**src/rtl/elink_rx_pkg.sv**
```systemverilog
// eLink receive package: word types, received-word struct and control states
`default_nettype none

package elink_rx_pkg;

   //####################
   // Lane geometry
   //####################

   localparam int RX_LANES  = 8;            // Byte lanes per divided-clock cycle
   localparam int RX_DATA_W = 8 * RX_LANES; // Data bits per divided-clock cycle
   localparam int GPIO_W    = 11;           // GPIO readback / override word width

   // Bit positions of the wait levels inside the GPIO word
   localparam int GPIO_WR_BIT = 10;         // Write wait
   localparam int GPIO_RD_BIT = 9;          // Read wait

   //####################
   // Word types
   //####################

   // Eight bytes received in one rxlclk_p cycle, byte 0 in bits 7..0
   typedef logic [RX_DATA_W-1:0] rx_data_t;

   // One frame bit per byte lane
   typedef logic [RX_LANES-1:0]  rx_frame_t;

   // GPIO word
   //   10   write wait
   //   9    read wait
   //   8    frame lane 0
   //   7..0 data byte 0
   typedef logic [GPIO_W-1:0]    gpio_word_t;

   // Frame and data travel as one 72-bit word
   typedef struct packed {
      rx_frame_t frame; // Upper 8 bits
      rx_data_t  data;  // Lower 64 bits
   } rx_word_t;

   //####################
   // Control states
   //####################

   typedef enum logic [1:0] {
      RX_OFF = 2'd0, // Link disabled, frames suppressed
      RX_ARM = 2'd1, // Enable seen, one settling cycle
      RX_RUN = 2'd2  // Frames qualified
   } rx_state_t;

endpackage

`default_nettype wire
```
**src/rtl/elink_rx.sv**
```systemverilog
// eLink receive channel top: joins control, frame path and GPIO port
`timescale 1ns/100ps
`default_nettype none

module elink_rx
   import elink_rx_pkg::*;
#(
   parameter int SYNC_STAGES = 2            // Config synchronizer depth
) (
   input  wire        rxlclk_p,             // Divided receive clock
   input  wire        rxreset,              // Async, active high

   // Line side, already deserialized
   input  rx_word_t   des_word,
   input  rx_word_t   loop_word,            // Transmitter loopback word

   // Configuration, asynchronous levels
   input  wire        ecfg_rx_enable,
   input  wire        ecfg_rx_loopback_mode,
   input  wire        ecfg_rx_gpio_mode,
   input  gpio_word_t ecfg_dataout,         // GPIO override word
   output gpio_word_t ecfg_datain,          // GPIO readback word

   // Wait levels
   input  wire        rx_wr_wait,           // From the fabric
   input  wire        rx_rd_wait,
   input  wire        tx_wr_wait,           // From the transmitter
   input  wire        tx_rd_wait,
   output logic       wr_wait_pin,          // Toward the pads
   output logic       rd_wait_pin,

   // Fabric side
   output rx_word_t   rx_word
);

   //####################
   // Internal levels
   //####################

   logic rx_active;                         // Frames qualified
   logic loopback_on;                       // Loopback word selected
   logic gpio_on;                           // Pins owned by software

   //####################
   // Control
   //####################

   rx_ctrl #(
      .SYNC_STAGES           (SYNC_STAGES)
   ) u_rx_ctrl (
      .rxlclk_p              (rxlclk_p),
      .rxreset               (rxreset),
      .ecfg_rx_enable        (ecfg_rx_enable),
      .ecfg_rx_loopback_mode (ecfg_rx_loopback_mode),
      .ecfg_rx_gpio_mode     (ecfg_rx_gpio_mode),
      .rx_active             (rx_active),
      .loopback_on           (loopback_on),
      .gpio_on               (gpio_on)
   );

   //####################
   // Datapath
   //####################

   rx_frame_path u_rx_frame_path (
      .rxlclk_p    (rxlclk_p),
      .rxreset     (rxreset),
      .des_word    (des_word),
      .loop_word   (loop_word),
      .rx_active   (rx_active),
      .loopback_on (loopback_on),
      .gpio_on     (gpio_on),
      .rx_word     (rx_word)
   );

   // Readback taps the output word, so loopback shows up there too
   rx_gpio_port u_rx_gpio_port (
      .rxlclk_p     (rxlclk_p),
      .rxreset      (rxreset),
      .rx_word      (rx_word),
      .tx_wr_wait   (tx_wr_wait),
      .tx_rd_wait   (tx_rd_wait),
      .ecfg_dataout (ecfg_dataout),
      .rx_wr_wait   (rx_wr_wait),
      .rx_rd_wait   (rx_rd_wait),
      .gpio_on      (gpio_on),
      .ecfg_datain  (ecfg_datain),
      .wr_wait_pin  (wr_wait_pin),
      .rd_wait_pin  (rd_wait_pin)
   );

endmodule

`default_nettype wire

```
**src/rtl/rx_gpio_port.sv**
```systemverilog
// Receive GPIO port: captures the readback pin image and selects the wait outputs
`timescale 1ns/100ps
`default_nettype none

module rx_gpio_port
   import elink_rx_pkg::*;
(
   input  wire        rxlclk_p,             // Divided receive clock
   input  wire        rxreset,              // Async, active high
   input  rx_word_t   rx_word,              // Frame 0 and byte 0 used
   input  wire        tx_wr_wait,           // Transmitter wait copies
   input  wire        tx_rd_wait,
   input  gpio_word_t ecfg_dataout,         // Software override word
   input  wire        rx_wr_wait,           // Fabric wait levels
   input  wire        rx_rd_wait,
   input  wire        gpio_on,              // Synced GPIO mode
   output gpio_word_t ecfg_datain,          // Readback to software
   output logic       wr_wait_pin,          // Toward the pads
   output logic       rd_wait_pin
);

   //####################
   // Readback capture
   //####################

   gpio_word_t pin_image;                   // Current pin view
   gpio_word_t datain_reg;                  // First capture stage

   // Waits on top, then frame lane 0, then data byte 0
   assign pin_image = {tx_wr_wait, tx_rd_wait, rx_word.frame[0], rx_word.data[7:0]};

   // Two registers so software reads a settled image
   always_ff @(posedge rxlclk_p or posedge rxreset) begin
      if (rxreset) begin
         datain_reg  <= '0;
         ecfg_datain <= '0;
      end else begin
         datain_reg  <= pin_image;
         ecfg_datain <= datain_reg;
      end
   end

   //####################
   // Wait outputs
   //####################

   // Combinational, so the fabric waits reach the pins without delay
   always_comb begin
      if (gpio_on) begin
         wr_wait_pin = ecfg_dataout[GPIO_WR_BIT]; // Software drives the pins
         rd_wait_pin = ecfg_dataout[GPIO_RD_BIT];
      end else begin
         wr_wait_pin = rx_wr_wait;
         rd_wait_pin = rx_rd_wait;
      end
   end

   //####################
   // Checks
   //####################

   // In GPIO mode the override word owns the write wait pin
   a_gpio_wr_pin : assert property (
      @(posedge rxlclk_p) disable iff (rxreset)
      gpio_on |-> (wr_wait_pin == ecfg_dataout[GPIO_WR_BIT])
   ) else $error("wr_wait_pin not following override bit");

endmodule

`default_nettype wire

```
**src/rtl/rx_frame_path.sv**
```systemverilog
// Receive frame path: registers deserialized words, gates frames, muxes in loopback
`timescale 1ns/100ps
`default_nettype none

module rx_frame_path
   import elink_rx_pkg::*;
(
   input  wire      rxlclk_p,               // Divided receive clock
   input  wire      rxreset,                // Async, active high
   input  rx_word_t des_word,               // From the deserializer
   input  rx_word_t loop_word,              // From the transmitter
   input  wire      rx_active,              // Link qualified by rx_ctrl
   input  wire      loopback_on,            // Synced loopback mode
   input  wire      gpio_on,                // Synced GPIO mode
   output rx_word_t rx_word                 // To the fabric
);

   //####################
   // Stage 1
   //####################

   rx_word_t stage_word;                    // Registered deserializer word
   logic     frame_en;                      // Frames allowed this cycle

   // A disabled link or one owned by GPIO never produces frames
   assign frame_en = rx_active & ~gpio_on;

   always_ff @(posedge rxlclk_p or posedge rxreset) begin
      if (rxreset) begin
         stage_word <= '0;
      end else begin
         stage_word.data  <= des_word.data; // Data passes ungated
         stage_word.frame <= des_word.frame & {$bits(rx_frame_t){frame_en}};
      end
   end

   //####################
   // Stage 2
   //####################

   // Loopback words skip stage 1, so they arrive one cycle sooner
   // and keep their frame bits even with the receiver off
   always_ff @(posedge rxlclk_p or posedge rxreset) begin
      if (rxreset) begin
         rx_word <= '0;
      end else if (loopback_on) begin
         rx_word <= loop_word;              // Transmitter word, 1 cycle
      end else begin
         rx_word <= stage_word;             // Line word, 2 cycles
      end
   end

   //####################
   // Checks
   //####################

   // Gating at stage 1 shows up as a clean output one edge later
   a_no_frame_gated : assert property (
      @(posedge rxlclk_p) disable iff (rxreset)
      !frame_en ##1 !loopback_on |=> (rx_word.frame == '0)
   ) else $error("Frame bits leaked while gated: %h", rx_word.frame);

endmodule

`default_nettype wire

```
**src/rtl/rx_ctrl.sv**
```systemverilog
// Receive control: syncs config levels into rxlclk_p and sequences off, arm, run
`timescale 1ns/100ps
`default_nettype none

module rx_ctrl
   import elink_rx_pkg::*;
#(
   parameter int SYNC_STAGES = 2            // Synchronizer depth
) (
   input  wire  rxlclk_p,                   // Divided receive clock
   input  wire  rxreset,                    // Async, active high
   input  wire  ecfg_rx_enable,             // Async config level
   input  wire  ecfg_rx_loopback_mode,      // Async config level
   input  wire  ecfg_rx_gpio_mode,          // Async config level
   output logic rx_active,                  // High only in RX_RUN
   output logic loopback_on,                // Synced loopback mode
   output logic gpio_on                     // Synced GPIO mode
);

   // Column index of each config bit inside the sync array
   localparam int CFG_EN = 0;
   localparam int CFG_LB = 1;
   localparam int CFG_GP = 2;

   //####################
   // Synchronizers
   //####################

   // Three chains side by side, stage 0 samples the raw levels
   logic [SYNC_STAGES-1:0][2:0] cfg_sync;
   logic                        en_sync;    // Last enable flop

   // Async clear since rxlclk_p may be stopped while reset is applied
   always_ff @(posedge rxlclk_p or posedge rxreset) begin
      if (rxreset) begin
         cfg_sync <= '0;
      end else begin
         cfg_sync[0] <= {ecfg_rx_gpio_mode, ecfg_rx_loopback_mode, ecfg_rx_enable};
         for (int i = 1; i < SYNC_STAGES; i++) begin
            cfg_sync[i] <= cfg_sync[i-1]; // Shift toward the last stage
         end
      end
   end

   assign en_sync     = cfg_sync[SYNC_STAGES-1][CFG_EN];
   assign loopback_on = cfg_sync[SYNC_STAGES-1][CFG_LB]; // Mode levels leave straight
   assign gpio_on     = cfg_sync[SYNC_STAGES-1][CFG_GP]; // from the last stage

   //####################
   // Control FSM
   //####################

   rx_state_t state;
   rx_state_t state_nxt;

   always_comb begin
      state_nxt = state;                    // Hold by default
      case (state)
         RX_OFF: begin
            if (en_sync) begin
               state_nxt = RX_ARM;          // Enable has settled
            end
         end
         RX_ARM: begin
            state_nxt = en_sync ? RX_RUN : RX_OFF; // One settling cycle
         end
         RX_RUN: begin
            if (!en_sync) begin
               state_nxt = RX_OFF;          // Drop out at once
            end
         end
         default: begin
            state_nxt = RX_OFF;             // Recover from an illegal code
         end
      endcase
   end

   always_ff @(posedge rxlclk_p or posedge rxreset) begin
      if (rxreset) begin
         state <= RX_OFF;
      end else begin
         state <= state_nxt;
      end
   end

   assign rx_active = (state == RX_RUN);    // Frame qualification

   //####################
   // Checks
   //####################

   // Running only after a cycle in which the synced enable was high
   a_active_needs_en : assert property (
      @(posedge rxlclk_p) disable iff (rxreset)
      rx_active |-> $past(en_sync)
   ) else $error("rx_active high without synced enable");

   // State register stays within the three legal codes
   a_state_legal : assert property (
      @(posedge rxlclk_p) disable iff (rxreset)
      state inside {RX_OFF, RX_ARM, RX_RUN}
   ) else $error("Illegal rx_ctrl state %0d", state);

endmodule

`default_nettype wire

```
**config.mk**
```make
export PLATFORM = sky130hd
export DESIGN_NAME = elink_rx
export DESIGN_NICKNAME = d
export VERILOG_FILES = /design/src/rtl/elink_rx_pkg.sv /design/src/rtl/elink_rx.sv /design/src/rtl/rx_gpio_port.sv /design/src/rtl/rx_frame_path.sv /design/src/rtl/rx_ctrl.sv
export SDC_FILE = /design/constraint.sdc
export NUM_CORES = 1
export LEC_CHECK = 0
export BUFFER_PORTS_ARGS = -buffer_cell sky130_fd_sc_hd__buf_2
export CORE_UTILIZATION = 48
export DETAILED_ROUTE_END_ITERATION = 7
export PLACE_DENSITY = 0.89
export SETUP_SLACK_MARGIN = 0.3
export SYNTH_ARGS = -nofsm -noshare
export SYNTH_HDL_FRONTEND = slang
export SYNTH_SLANG_ARGS = --single-unit
```
**constraint.sdc**
```tcl
create_clock -name rxlclk_p -period 16.98 [get_ports rxlclk_p]
set_input_delay 4.245 -clock rxlclk_p [delete_from_list [all_inputs] [get_ports rxlclk_p]]
set_output_delay 4.245 -clock rxlclk_p [all_outputs]
set_load 0.03 [all_outputs]
```
**Word level (Yosys, flattened, before mapping)**

Index checks and enable logic that the tools add are counted.

- Register bits after elaboration: 174
- Bits in latches: 0
- Bits in writable memories: 0
- Memory bits (read-only): 0
- Input port bits: 164
- Word-level logic and storage cells: 25
- Memories: 0

- Add/subtract/negate cells: 0
- Multiply operators: 0
- Divide/modulo/power cells: 0
- $lt $le $gt $ge: 0
- Eq/ne operators: 4
- Shift-type cells: 0
- Mux-type cells: 7
- Bitwise logic cells: 3
- Reductions and logical operators: 2

Operators with widths:

| kind | count |
|---|---|
| two-way mux 72 bit | 1 |
| bitwise AND 8 bit | 1 |
| two-way mux 2 bit | 3 |
| case mux 2 bit (3 select lines) | 1 |
| == test 2 x 1 -> 1 bit, second input constant | 1 |
| == test 2 bit, second input constant | 1 |
| logical NOT 2 bit | 1 |
| two-way mux 1 bit | 2 |
| != test 2 x 1 -> 1 bit, second input constant | 1 |
| != test 2 bit, second input constant | 1 |
| AND reduction 2 bit | 1 |
| bitwise AND 1 bit | 1 |
| NOT 1 bit | 1 |

**Logic depth before layout (Yosys ltp)**

- Depth after elaboration: 3
- Depth in mapped cells: 3
- Depth with buffers taken out: 2

**Cells and area by module**

Synthesis repeated with hierarchy kept, for this count alone.

- Cells, all modules: 271
- Area, all modules: 5718.0 um^2

By module, submodules not included:

| module | times used | cells each | area each (um^2) |
|---|---|---|---|
| rx_frame_path | 1 | 233 | 4902.2 |
| rx_gpio_port | 1 | 25 | 576.8 |
| rx_ctrl | 1 | 13 | 239.0 |

**Least setup slack after synthesis**

OpenSTA, ideal clock, no wires.

- Path kind: input -> output
- Start: input ecfg_dataout[9]
- End: output rd_wait_pin
- Arrival: 4.577 ns
- Required time: 12.735 ns
- Slack: 8.158 ns
- Cell stages on the path: 1
- Cell sequence: mux2_2

- Longest elaborated chain between the ends: 1

RTL lines:

| element | line | RTL |
|---|---|---|
| start: declaration | elink_rx.sv:21 | `input gpio_word_t ecfg_dataout,` |
| two-way mux 1 bit | rx_gpio_port.sv:49 | `if (gpio_on) begin` |
| end: declaration | elink_rx.sv:30 | `output logic rd_wait_pin,` |

No other way between the ends.

**Worst setup path after layout**

Same ends and word-level chain as after synthesis.

==> out/summary.md <==
Across the VDD grid, the largest voltage drop is 80.5 uV. The period utilization was 53.1%; the part of the Yosys area used for sequential elements was 76.5%. Relative to the synthesized area, the layout overhead comes to 31.6%.

Maximum fanout count along the critical path: 1. Routed signal wires occupy layers up through met5. The logs give 0.0115 mm2 for the area of the core and 0 for the number of cells upsized or downsized after cts. In this run the post-CTS setup repair buffer count came out at 0.

The run gives 0 as the final number of max-transition violations. The largest registers in the layout are u_rx_frame_path.rx_word x72, u_rx_frame_path.stage_word x72. For the pin with the worst max-slew slack, the measured transition is 0.984 ns.

The die is 111 um wide. Net switching share of the total power: 23.5%. Counting along the longest clock path gives a buffer depth of 2.

The global placer's final weighted congestion was 0.742; the total DRC errors in the routed layout was 0. The cell count after synthesis came out at 269. The worst setup path is launched from an input pin. The cell sitting at the root of the clock tree is a sky130_fd_sc_hd__clkbuf_16.

The CTS sink count was 174; the per-cell routed wire length was 16.5 um. The tools report the total length of routed met3 wires as 726 um. The internal power component is 0.699 mW, and the largest net degree at the start of global routing is 109. The sequential fraction of design power is 49.4%.

The worst hold path belongs to the class flop to flop. For this run, the post-layout net count is 685. The first detailed-routing pass ran for 4 iterations. Number of buffers added by the clock tree synthesis step: 17. The logs give 4 for the number of H-tree levels and 3109 for the overall via count from detail_route.

The analysis attributes to net switching a power of 0.215 mW. The worst setup path is captured at a primary output. The accumulated negative setup slack was 0 ns; the flop and latch count out of synthesis was 174.

Timing would allow up to 0.111 GHz. In the detailed route, the total length drawn on met2 is 6160 um. The number of library cell types mapped by synthesis was 10.

TritonCTS built the clock tree. Max-cap violations in this run came to 0. The final layout contains routed wiring with a total length of 11200 um. Yosys attributes the largest share of cell area to sky130_fd_sc_hd__dfrtp_1, sky130_fd_sc_hd__mux2_4, sky130_fd_sc_hd__buf_12, sky130_fd_sc_hd__and2_1, sky130_fd_sc_hd__mux2_2. For this run the aggregate overflow at the end of global routing stands at 0.

Summed over all instances, the cell type with the most area after synthesis is sky130_fd_sc_hd__dfrtp_1. The run gives 0 as the number of failing setup endpoints in the final timing report. Counting cells, the worst reg-to-reg path comes to 2.

The analysis attributes to cell leakage a power of 3.91 nW. The synthesized cell area came out at 0.00569 mm2. On the critical path, the stage with the largest delay is an instance of sky130_fd_sc_hd__mux2_2. The synthesized design devotes to its leading area cell type 76.5% of total area. The kind of cell with the highest combined delay along the critical path is buffers and inverters. Dividing the detail-routed via count by the number of cells gives 4.59. Of the cells placed in the final design, the portion with a size suffix greater than 1 is 64.4%. The tools report the global routing usage summed across all routing layers as 19.7%.

Setup repair after global routing left no endpoint under its margin. The vertical die dimension works out to 111 um. The wire length of the first global-routing pass is 17900 um, and the worst endpoint data arrival time is 4.78 ns. Counting buffers and inverters, the worst setup path is 3 cells deep. The number of failing hold endpoints at the final stage is 0, and the clock-pin slew of the registers on the worst-case setup and hold paths is 0.06 ns. The flow ran to the end, and the final reports show no timing, DRC or antenna violations. The HPWL after detailed placement is 8020 um.

The longest individual stage delay on the worst path works out to 0.26 ns. The signal on the critical path passes through buf_2 -> mux2_2 -> buf_2. Counting tap cells, the placed design contains a total of 645 instances. In this run the power density over the cells is 122 mW/mm2. The detailed router put a total of 3810 um of wire on met1. The initialized floorplan defines 39 standard-cell rows.

Once detail routing completed, the nets flagged for antenna violations numbered 0. Summing all non-filler instances in the final layout gives an area of 0.00749 mm2. The relative max-transition margin was 34.4%. The count of buffers inserted at the top-level ports was 239; the required time reported for the critical path endpoint was 12.73 ns. Clock latency on the worst-skew pair, taken at its later pin, is 0.41 ns.

For the number of antenna violations at the first check in global routing, the log shows 3. The worst setup path category was input pin to primary output. The via count of the first global-routing pass is 3566. The most frequent cell on the critical path was sky130_fd_sc_hd__buf_2. After synthesis, the mean cell area works out to 21.2 um2.

The first routing iteration left 110 violations. The warning count from the yosys run is 0, and the worst hold margin is 0.349 ns. The synthesized netlist net count is 433, and the initial core utilization is 49.6%. Combinational logic is responsible for 11.5% of the overall power.

The share of total power dissipated in the clock network is 39.1%. Leaving out filler cells and counting taps, the final layout contains 678. The run gives 0.0123 mm2 as the area of the die. During I/O placement, the number of pins put on the boundary was 249.

The tools report the largest clock skew in the final design as 0.00700 ns. The count of buffer and inverter cells on the critical path is 2, and the post-route minimum period is 9.02 ns. Once placement finished, the instance area stood at 0.00694 mm2.

The instance count along the most critical hold path is 0, and the number of hold buffers added after CTS is 0.
-- Yosys cell counts --
library cell and instances:
sky130_fd_sc_hd__and2_1 9, sky130_fd_sc_hd__nor3b_1 1, sky130_fd_sc_hd__mux2_2 4, sky130_fd_sc_hd__xor2_1 1, sky130_fd_sc_hd__nor3b_2 1, sky130_fd_sc_hd__buf_12 7
sky130_fd_sc_hd__inv_1 1, sky130_fd_sc_hd__mux2_4 70, sky130_fd_sc_hd__dfrtp_1 174, sky130_fd_sc_hd__buf_6 1
-- power by group through the flow --
| stage | Combinational, mW | Clock, mW | Sequential (mW) |
|---|---|---|---|
| finish | 0.105 | 0.358 | 0.452 |
| floorplan | 0.0388 | 0 | 0.488 |
| CTS | 0.107 | 0.365 | 0.452 |
| detailed placement | 0.106 | 0 | 0.459 |
| global route | 0.112 | 0.383 | 0.454 |
| global placement | 0.103 | 0 | 0.457 |
-- metal layers --
metal  vias up  track usage [%]
li1       1396                -
met4         4             11.6
met5         -                0
met2       145             34.8
met3        37             6.29
met1      1527             20.4
-- stage by stage --
stage / power (mW) / util (%) / setup slack [ns]
after detailed placement: 0.566 / 60.5 / 7.95
after global placement: 0.560 / 60.5 / 7.95
after CTS: 0.924 / 65.3 / 7.95
final: 0.915 / 65.3 / 7.96
after global routing: 0.949 / 65.3 / 7.95
after floorplan: 0.526 / - / 8.02
-- worst paths after layout --
kind / from / to / slack, ns
min: u_rx_gpio_port.datain_reg[6] / u_rx_gpio_port.ecfg_datain[6] / 0.35
max in group asynchronous: rxreset / u_rx_ctrl.loopback_on / 11.49
min in group asynchronous: rxreset / u_rx_frame_path.rx_word[60] / 4.02
max: ecfg_dataout[9] / rd_wait_pin / 7.96
max reg2reg: u_rx_ctrl.loopback_on / u_rx_frame_path.rx_word[54] / 14.95
min reg2reg: u_rx_gpio_port.datain_reg[6] / u_rx_gpio_port.ecfg_datain[6] / 0.35
-- cell type report --
class,instances,area [um2]
multi-input combinational,86,1180
clock inverter,6,60.1
antenna,1,2.50
sequential,174,4360
inverter,1,8.76
fill,833,3980
clock buffer,26,489
timing repair buffer,241,1210
tap,143,179
-- cells by family (layout without fill, tap and decap cells) --
family	after synthesis	after routing	share of synthesized area [%]
other	0	1	0
AND/OR/NAND/NOR	11	11	1.34
buffers and inverters	9	274	2.73
multiplexers	74	74	19.3
flip-flops	174	174	76.5
XOR/XNOR	1	1	0.154
-- cells in the final DEF (no fill, tap or decap), types with 2 or more instances in the layout --
cell type | synthesis | final
sky130_fd_sc_hd__clkinv_2 | 0 | 3
sky130_fd_sc_hd__clkinvlp_4 | 0 | 2
sky130_fd_sc_hd__and2_1 | 9 | 9
sky130_fd_sc_hd__buf_2 | 0 | 239
sky130_fd_sc_hd__dfrtp_1 | 174 | 173
sky130_fd_sc_hd__clkbuf_8 | 0 | 3
sky130_fd_sc_hd__clkbuf_16 | 0 | 17
sky130_fd_sc_hd__mux2_4 | 70 | 70
sky130_fd_sc_hd__buf_4 | 0 | 2
sky130_fd_sc_hd__clkbuf_1 | 0 | 6
sky130_fd_sc_hd__mux2_2 | 4 | 4
No activity file was read; power rests on OpenSTA's default activity.
